[config.mk]
export PLATFORM = sky130hd
export DESIGN_NAME = acq_top
export DESIGN_NICKNAME = d
export VERILOG_FILES = /design/src/acq_pkg.sv /design/src/osc_channel.sv /design/src/ps_stream_sink.sv /design/src/acq_top.sv
export SDC_FILE = /design/constraint.sdc
export NUM_CORES = 1
export LEC_CHECK = 0
export BUFFER_PORTS_ARGS = -buffer_cell sky130_fd_sc_hd__buf_4
export CAP_MARGIN = 20
export CORE_MARGIN = 3
export CORE_UTILIZATION = 60
export CTS_BUF_LIST = sky130_fd_sc_hd__clkbuf_4 sky130_fd_sc_hd__clkbuf_8
export CTS_CLUSTER_DIAMETER = 40
export DETAILED_ROUTE_END_ITERATION = 12
export GPL_TIMING_DRIVEN = 0
export MAX_ROUTING_LAYER = met4
export PLACE_DENSITY_LB_ADDON = 0.08
export RECOVER_POWER = 50
export SLEW_MARGIN = 20
export SYNTH_ARGS = -nofsm -noshare
export SYNTH_HDL_FRONTEND = slang
export SYNTH_HIERARCHICAL = 1
export SYNTH_SLANG_ARGS = --single-unit
[constraint.sdc]
create_clock -name clk -period 4.25 [get_ports clk]
set_input_delay 0.2125 -clock clk [delete_from_list [all_inputs] [get_ports clk]]
set_output_delay 0.2125 -clock clk [all_outputs]
set_load 0.01 [all_outputs]
[src/acq_pkg.sv]
package acq_pkg;

  //////////////////////////////////////////////////
  // sizes
  //////////////////////////////////////////////////

  // adc sample width
  localparam int unsigned sample_w = 16;
  // decimation factor width
  localparam int unsigned dec_w    = 8;
  // burst length width
  localparam int unsigned burst_w  = 8;
  // beat counters and checksums
  localparam int unsigned count_w  = 32;

  //////////////////////////////////////////////////
  // shared types
  //////////////////////////////////////////////////

  // one adc word, strobe plus signed sample
  typedef struct packed {
    logic                       valid;
    logic signed [sample_w-1:0] data;
  } adc_sample_t;

  // per channel settings, zero factor or length means one
  typedef struct packed {
    logic [dec_w-1:0]           decimation;
    logic signed [sample_w-1:0] trig_level;
    logic [burst_w-1:0]         burst_len;
  } chan_cfg_t;

  // stream beat, no ready
  typedef struct packed {
    logic                tvalid;
    logic                tlast;
    logic [sample_w-1:0] tdata;
  } stream_beat_t;

  // per channel totals seen by the sink
  typedef struct packed {
    logic [count_w-1:0] beats;
    logic [count_w-1:0] checksum;
    logic               irq;
  } chan_stat_t;

  // both channels plus done flag
  typedef struct packed {
    chan_stat_t chan0;
    chan_stat_t chan1;
    logic       capture_done;
  } acq_status_t;

endpackage

[src/osc_channel.sv]
module osc_channel
  import acq_pkg::*;
(
  input  logic         clk,
  input  logic         arst_n,
  input  adc_sample_t  adc,
  input  chan_cfg_t    cfg,
  input  logic         arm,
  output stream_beat_t beat,
  output logic         irq
);

  typedef enum logic [1:0] {
    st_idle,
    st_armed,
    st_burst
  } state_t;

  state_t                     state_q;
  chan_cfg_t                  cfg_q;
  logic [dec_w-1:0]           dec_cnt_q;
  logic [dec_w-1:0]           dec_eff;
  logic [burst_w-1:0]         beat_cnt_q;
  logic [burst_w-1:0]         len_eff;
  logic [burst_w-1:0]         beat_num;
  logic signed [sample_w-1:0] sample;
  logic signed [sample_w-1:0] level;
  logic signed [sample_w-1:0] prev_q;
  logic                       prev_vld_q;
  logic                       arm_ok;
  logic                       dec_hit;
  logic                       track;
  logic                       crossing;
  logic                       fire;
  logic                       emit;
  logic                       last;
  logic                       beat_vld_q;
  logic                       beat_last_q;
  logic                       irq_q;
  logic [sample_w-1:0]        beat_data_q;

  //////////////////////////////////////////////////
  // decimation and trigger decode
  //////////////////////////////////////////////////

  // zero in the settings behaves as one
  assign dec_eff = (cfg_q.decimation == '0) ? dec_w'(1) : cfg_q.decimation;
  assign len_eff = (cfg_q.burst_len == '0) ? burst_w'(1) : cfg_q.burst_len;

  assign sample = adc.data;
  assign level  = cfg_q.trig_level;

  // arm only accepted outside a burst
  assign arm_ok  = arm && (state_q != st_burst);
  // strobe that closes a decimation period
  assign dec_hit = adc.valid && (dec_cnt_q == dec_eff - 1'b1);

  // armed and looking at a decimated sample
  // an accepted arm restarts everything, so that strobe is dropped
  assign track    = (state_q == st_armed) && dec_hit && !arm_ok;
  // rising crossing, needs a previous sample below the level
  assign crossing = prev_vld_q && (prev_q < level) && (sample >= level);
  assign fire     = track && crossing;

  // triggering sample is beat 1, then every decimated sample in burst
  assign emit     = fire || ((state_q == st_burst) && dec_hit);
  assign beat_num = (state_q == st_burst) ? beat_cnt_q + 1'b1 : burst_w'(1);
  assign last     = (beat_num == len_eff);

  //////////////////////////////////////////////////
  // control state
  //////////////////////////////////////////////////

  always_ff @(posedge clk or negedge arst_n) begin
    if (!arst_n) begin
      state_q     <= st_idle;
      cfg_q       <= '0;
      dec_cnt_q   <= '0;
      prev_vld_q  <= 1'b0;
      beat_cnt_q  <= '0;
      beat_vld_q  <= 1'b0;
      beat_last_q <= 1'b0;
      irq_q       <= 1'b0;
    end else begin
      // outgoing beat one cycle after its adc strobe
      beat_vld_q  <= emit;
      beat_last_q <= emit && last;
      irq_q       <= emit && last;

      if (arm_ok) begin
        cfg_q      <= cfg;
        state_q    <= st_armed;
        dec_cnt_q  <= '0;
        prev_vld_q <= 1'b0;
      end else begin
        if (adc.valid) begin
          dec_cnt_q <= dec_hit ? '0 : dec_cnt_q + 1'b1;
        end
        if (track) begin
          prev_vld_q <= 1'b1;
        end
        // burst_len of one goes straight back to idle
        if (emit) begin
          beat_cnt_q <= beat_num;
          state_q    <= last ? st_idle : st_burst;
        end
      end
    end
  end

  //////////////////////////////////////////////////
  // sample payload
  //////////////////////////////////////////////////

  always_ff @(posedge clk) begin
    if (track) begin
      prev_q <= sample;
    end
    if (emit) begin
      beat_data_q <= sample;
    end
  end

  assign beat.tvalid = beat_vld_q;
  assign beat.tlast  = beat_last_q;
  assign beat.tdata  = beat_data_q;
  assign irq         = irq_q;

endmodule

[src/ps_stream_sink.sv]
module ps_stream_sink
  import acq_pkg::*;
(
  input  logic         clk,
  input  logic         arst_n,
  input  stream_beat_t beat0,
  input  stream_beat_t beat1,
  input  logic         irq0,
  input  logic         irq1,
  input  logic         stat_clear,
  output acq_status_t  status
);

  // channel count of the subsystem
  localparam int unsigned n_chan = 2;

  stream_beat_t beat_in [n_chan];
  logic         irq_in  [n_chan];
  chan_stat_t   stat_q  [n_chan];

  //////////////////////////////////////////////////
  // input gather
  //////////////////////////////////////////////////

  // sink is always ready, every tvalid is taken
  assign beat_in[0] = beat0;
  assign beat_in[1] = beat1;
  assign irq_in[0]  = irq0;
  assign irq_in[1]  = irq1;

  //////////////////////////////////////////////////
  // per channel accumulators
  //////////////////////////////////////////////////

  for (genvar ch = 0; ch < n_chan; ch++) begin : gen_acc

    logic [count_w-1:0] data_ext;
    logic [count_w-1:0] beats_base;
    logic [count_w-1:0] sum_base;

    // checksum adds tdata as unsigned
    assign data_ext = count_w'(beat_in[ch].tdata);

    // clear first, a beat in the same cycle lands on top
    assign beats_base = stat_clear ? '0 : stat_q[ch].beats;
    assign sum_base   = stat_clear ? '0 : stat_q[ch].checksum;

    always_ff @(posedge clk or negedge arst_n) begin
      if (!arst_n) begin
        stat_q[ch] <= '0;
      end else begin
        if (beat_in[ch].tvalid) begin
          stat_q[ch].beats    <= beats_base + 1'b1;
          stat_q[ch].checksum <= sum_base + data_ext;
        end else begin
          stat_q[ch].beats    <= beats_base;
          stat_q[ch].checksum <= sum_base;
        end

        // sticky irq, a pulse beats a clear
        if (irq_in[ch]) begin
          stat_q[ch].irq <= 1'b1;
        end else if (stat_clear) begin
          stat_q[ch].irq <= 1'b0;
        end
      end
    end

  end

  //////////////////////////////////////////////////
  // combined status
  //////////////////////////////////////////////////

  assign status.chan0 = stat_q[0];
  assign status.chan1 = stat_q[1];

  // done while both channels hold their interrupt
  assign status.capture_done = stat_q[0].irq & stat_q[1].irq;

endmodule

[src/acq_top.sv]
module acq_top
  import acq_pkg::*;
(
  input  logic        clk,
  input  logic        arst_n,
  input  adc_sample_t adc0,
  input  adc_sample_t adc1,
  input  chan_cfg_t   cfg0,
  input  chan_cfg_t   cfg1,
  input  logic [1:0]  arm,
  input  logic        stat_clear,
  output acq_status_t status
);

  // streams and interrupts between channels and sink
  stream_beat_t beat0;
  stream_beat_t beat1;
  logic         irq0;
  logic         irq1;

  //////////////////////////////////////////////////
  // channels
  //////////////////////////////////////////////////

  osc_channel chan0_inst (
    .clk    (clk),
    .arst_n (arst_n),
    .adc    (adc0),
    .cfg    (cfg0),
    .arm    (arm[0]),
    .beat   (beat0),
    .irq    (irq0)
  );

  osc_channel chan1_inst (
    .clk    (clk),
    .arst_n (arst_n),
    .adc    (adc1),
    .cfg    (cfg1),
    .arm    (arm[1]),
    .beat   (beat1),
    .irq    (irq1)
  );

  //////////////////////////////////////////////////
  // stream sink
  //////////////////////////////////////////////////

  // status trails the closing adc strobe by two cycles
  ps_stream_sink sink_inst (
    .clk        (clk),
    .arst_n     (arst_n),
    .beat0      (beat0),
    .beat1      (beat1),
    .irq0       (irq0),
    .irq1       (irq1),
    .stat_clear (stat_clear),
    .status     (status)
  );

endmodule

# Yosys cells after proc, flatten, opt, wreduce, memory -nomap -nowiden
# Cells that the tools add are included.
dict set report totals {
  regBits 300
  latch_bits 0
  mem_bits_rw 0
  romBits 0
  in_bits 103
  out_inout_bits 131
  elab_cells 122
  mem_count 0
}
dict set report classes {
  n_addsub 10
  multipliers 0
  n_div 0
  order_cmp 4
  n_eq_ne 10
  shift 0
  mux 31
  n_bitwise 3
  reduce_logical 36
}
# operator n
set ops {}
lappend ops {{2-to-1 mux 32 bit} 4}
lappend ops {{2-to-1 mux 64 bit} 2}
lappend ops {{2-to-1 mux 8 bit} 12}
lappend ops {{adder 32 x 1 -> 32 bit (second input constant)} 2}
lappend ops {{adder 32 x 16 -> 32 bit} 2}
lappend ops {{adder 8 x 1 -> 8 bit (second input constant)} 4}
lappend ops {{== test 8 bit} 4}
lappend ops {{greater-or-equal comparator 16 bit} 2}
lappend ops {{zero test 8 bit} 4}
lappend ops {{< comparator 16 bit} 2}
lappend ops {{logical AND 1 bit} 18}
lappend ops {{nonzero test 2 bit} 8}
lappend ops {{subtractor 8 x 1 -> 8 bit (second input constant)} 2}
lappend ops {{2-to-1 mux 2 bit} 6}
lappend ops {{2-to-1 mux 1 bit} 7}
lappend ops {{== test 2 x 1 -> 1 bit (second input constant)} 2}
lappend ops {{== test 2 bit (second input constant)} 2}
lappend ops {{inequality test 2 bit (second input constant)} 2}
lappend ops {{AND reduction 2 bit} 2}
lappend ops {{zero test 1 bit} 2}
lappend ops {{logical OR 1 bit} 2}
lappend ops {{inverter 1 bit} 2}
lappend ops {{bitwise AND 1 bit} 1}

# Logic depth before layout (Yosys ltp)
dict set report depth {
  ltp_word 11
  ltp_mapped 14
  ltp_nobuf 10
}

# Cells and area by module
# The synthesis kept the hierarchy.
# mod instances cells_each area_per_inst_um2 seq_area_each_um2
set modules_own_cells {}
lappend modules_own_cells {osc_channel 2 375 4461.8 2287.2}
lappend modules_own_cells {ps_stream_sink 1 850 7940.1 3253.1}

# Least setup slack after synthesis
# OpenSTA, ideal clock, no wires.
dict set report synth_path {
  path_type {input -> register}
  startpoint {input stat_clear}
  endpoint {register sink_inst.stat_q, in the netlist sink_inst/status[97]}
  setup_time_ns 0.125
  arrival_time_ns 3.293
  required_time_ns 4.125
  slack_ns 0.833
  path_stages 13
  n_path_buf 4
  path_cell_list {buf_6 -> clkbuf_1 -> clkbuf_1 -> clkbuf_1 -> nor2b_1 -> ha_1 -> a21oi_1 -> o21ai_0 -> a31oi_1 -> o221ai_1 -> a41oi_1 -> a2111oi_0 -> mux2_2}
}
dict set report synth_via {
  elab_chain_cells 3
}
# element line_no
set synth_lines {}
lappend synth_lines {{from (decl)} acq_top.sv:11} ;# input logic stat_clear,
lappend synth_lines {{2-to-1 mux 32 bit (*)} ps_stream_sink.sv:46} ;# assign sum_base = stat_clear ? '0 : stat_q[ch].checksum;
lappend synth_lines {{adder 32 x 16 -> 32 bit} ps_stream_sink.sv:54} ;# stat_q[ch].checksum <= sum_base + data_ext;
lappend synth_lines {{2-to-1 mux 64 bit (*)} ps_stream_sink.sv:52} ;# if (beat_in[ch].tvalid) begin
lappend synth_lines {{to (decl)} ps_stream_sink.sv:19} ;# chan_stat_t stat_q [n_chan];
# Every way passes the cells marked *; elsewhere a longest branch is shown, timed or not.
# A chain may end at the register's enable or synchronous reset.

# Worst setup path in the final report
# Same ends and word-level chain as after synthesis.

==> flow_metrics.tcl <==
set metrics [dict create \
    run_status "finished, violations left" \
    violations "max-capacitance violations, max-slew violations" \
    via_per_inst 5.93 \
    min_from "arm[0]" \
    cts_sinks 300 \
    drc_errors 0 \
    syn_area_per_cell_sq_um 10.5 \
    ir_drop_v 0.000249 \
    max_freq_mhz 250 \
    grt_usage 0.306 \
    slew_violations 70 \
    crit_path_top_delay_cell "a2111oi_0" \
    port_buffers 233 \
    seqPwrFrac 0.467 \
    rsz0062_at_grt "no" \
    period_share 0.939 \
    dp.cells 2205 \
    r2r_end "chan1_inst/beat_data_q[11]" \
    reg2reg_slack_ns 0.71 \
    netlist_area_sq_um 16800 \
    yosysWarnings 6 \
    clockBufferDepth 3 \
    utilization 0.767 \
    die_h_microns 174 \
    switching_share 0.248 \
    grt_pass1_wl_microns 73500 \
    final_cells 2398 \
    first_pass_iters 6 \
    dp_hpwl_microns 31100 \
    place_congestion 0.904 \
    crit_family "compound AO/OA/AOI/OAI gates" \
    worstHoldPathCells 4 \
    postRouteAntennaNets 0 \
    period_minus_slack_ns 3.99 \
    grt_pass1_vias 14600 \
    crit_top_cell "clkbuf_2" \
    path_cells "buf_4 > buf_6 > clkbuf_1 > clkbuf_2 > clkbuf_2 > nor2b_1 > ha_1 > a21oi_1 > o21ai_0 > a31oi_1 > o221ai_1 > a41oi_1 > a2111oi_0 > mux2_2" \
    cp_data_arrival_time_ns 4.45 \
    critPathKind "in -> reg" \
    hold_viol_final 0 \
    end_kind "flip-flop" \
    p_comb_frac 0.099 \
    drt-initial-drc-count 950 \
    power_leakage_nw 9.23 \
    fin_skew_ns 0.0300 \
    pre_cts_ws_ns -0.579 \
    syn_nets 1805 \
    area_delta_synth_final_pct 24.0 \
    critPathRequiredTime_ns 4.71 \
    core_sq_um 27300 \
    num_rows 60 \
    setup_violations 0 \
    clock-root-buffer "clkbuf_8" \
    cp_slowest_stage_delay_ns 0.59 \
    fin_hold_ws_ns 0.0595 \
    hold-path-endpoint "chan0_inst/dec_cnt_q[0]" \
    tritoncts "yes" \
    slew_headroom -1.16 \
    ioPinCount 234 \
    synthCells 1598 \
    antenna_found_initial 1 \
    worst_pin_slew_ns 3.24 \
    clkPwrFrac 0.433 \
    num_vias 14200 \
    avgRoutedWirePerCell_microns 19.1 \
    ff2ff_path_depth 11 \
    intPower_mw 4.96 \
    start_kind "primary input" \
    start_util 0.618 \
    die-area_sq_um 30100 \
    routed_wl_microns 45700 \
    max_cap_violations 1 \
    worst_slack_ns 0.258 \
    nNetsFinal 2194 \
    clock_latency_ns 0.59 \
    gr-total-overflow 0 \
    critPathMaxFanout 10 \
    p_per_area_nw_per_um2 316 \
    p_sw_mw 1.63 \
    drive_gt1_frac 0.189 \
    regToRegStartpoint "chan1_inst/cfg_q[26]" \
    h-tree-depth 2 \
    path_buf_inv 5 \
    fp.dieW_microns 174 \
    worst_hold_path_type "in -> reg" \
    clk_pin_slew_ns 0.06 \
    grt_max_degree 97 \
    cts_made_buffers 53 \
]
-- final cells by class --
type	count	area, sq um
multi-input combinational	1182	8560
sequential	300	7830
fill	1898	6360
timing repair buffer	334	2430
clock buffer	82	1020
tap	372	465
inverter	70	263
buffer	46	215
clock inverter	11	120
antenna	1	2.50
-- worst max path at each step --
stage / end / slack (ns) / startpoint / depth (start not counted)
final: sink_inst/status[97] / 0.26 / stat_clear / 14
after global placement: sink_inst/status[97] / -0.53 / stat_clear / 14
after global routing: sink_inst/status[8] / 0.12 / arst_n / 3
after CTS: sink_inst/status[27] / 0.05 / stat_clear / 14
after floorplan: sink_inst/status[97] / 0.83 / stat_clear / 13
after detailed placement: sink_inst/status[97] / -0.58 / stat_clear / 14
-- cell usage in the layout (no fill, tap or decap), types with 11 or more instances in the layout --
| master | n |
|---|---|
| ha_1 | 102 |
| nor2b_1 | 66 |
| nor3b_1 | 13 |
| a21o_1 | 28 |
| clkbuf_1 | 127 |
| xnor2_1 | 75 |
| a31oi_1 | 23 |
| dfrtp_1 | 236 |
| nor4_1 | 15 |
| a211oi_1 | 14 |
| edfxtp_1 | 64 |
| clkbuf_4 | 18 |
| nand2_1 | 111 |
| nand3_1 | 52 |
| nor2_1 | 94 |
| nand4_1 | 45 |
| o21ai_0 | 70 |
| and3_1 | 15 |
| or3_1 | 22 |
| nor3_1 | 24 |
| mux2_2 | 98 |
| buf_4 | 140 |
| dlygate4sd3_1 | 99 |
| and4_1 | 11 |
| a21oi_1 | 90 |
| nand2b_1 | 16 |
| clkbuf_8 | 64 |
| xor2_1 | 51 |
| inv_1 | 68 |
-- sequential cells by signal, summed over array words and instances (netlist names), 2 cells and up --
signal / count
chan0_inst/beat_cnt_q: 8
chan0_inst/beat_data_q: 16
chan0_inst/cfg_q: 16
chan0_inst/dec_cnt_q: 8
chan0_inst/level: 16
chan0_inst/prev_q: 16
chan0_inst/state_q: 2
chan1_inst/beat_cnt_q: 8
chan1_inst/beat_data_q: 16
chan1_inst/cfg_q: 16
chan1_inst/dec_cnt_q: 8
chan1_inst/level: 16
chan1_inst/prev_q: 16
chan1_inst/state_q: 2
sink_inst/status: 130
-- metal layers --
layer / global-route usage / vias to the layer above / wire (microns)
met3: 0.0506 / 118 / 3120
met1: 0.386 / 6889 / 19000
met2: 0.501 / 587 / 22200
met5: - / - / 0
li1: - / 6622 / -
met4: 0.111 / 0 / 1370
-- stage by stage --
step	area [sq um]	total power [mW]	setup TNS [ns]
after floorplan	16800	3.44	0
after global placement	19100	3.66	-8.30
after detailed placement	19100	3.70	-9.24
after CTS	21300	6.61	0
after global routing	20900	6.84	0
final	20900	6.59	0
-- worst reg2reg max path, cell delays in order, from the launching register on --
cell and delay, ns:
dfrtp_1 0.37, buf_6 0.13, nor4_1 0.34, a21oi_1 0.18, ha_1 0.26, nor3b_1 0.16, xnor2_1 0.16, and3_1 0.22
nand4_1 0.20, a2111oi_4 0.43, nor2_2 0.16, inv_1 0.53
-- power by group through the flow --
stage	sequential, mW	combinational, mW	clock (mW)
6_report	3.08	0.656	2.86
3_3_place_gp	3.12	0.539	0
2_1_floorplan	3.11	0.331	0
3_5_place_dp	3.13	0.573	0
5_1_grt	3.09	0.723	3.03
4_1_cts	3.08	0.652	2.88
-- timing repair --
item / 4_1_cts / 5_1_grt
resized for setup: 1 / 5
setup endpoints to repair: 1 / 14
setup buffers: 0 / 0
hold buffers: 99 / 0
hold endpoints to repair: 201 / 0
Note: power is estimated with default switching activity, not from simulation.
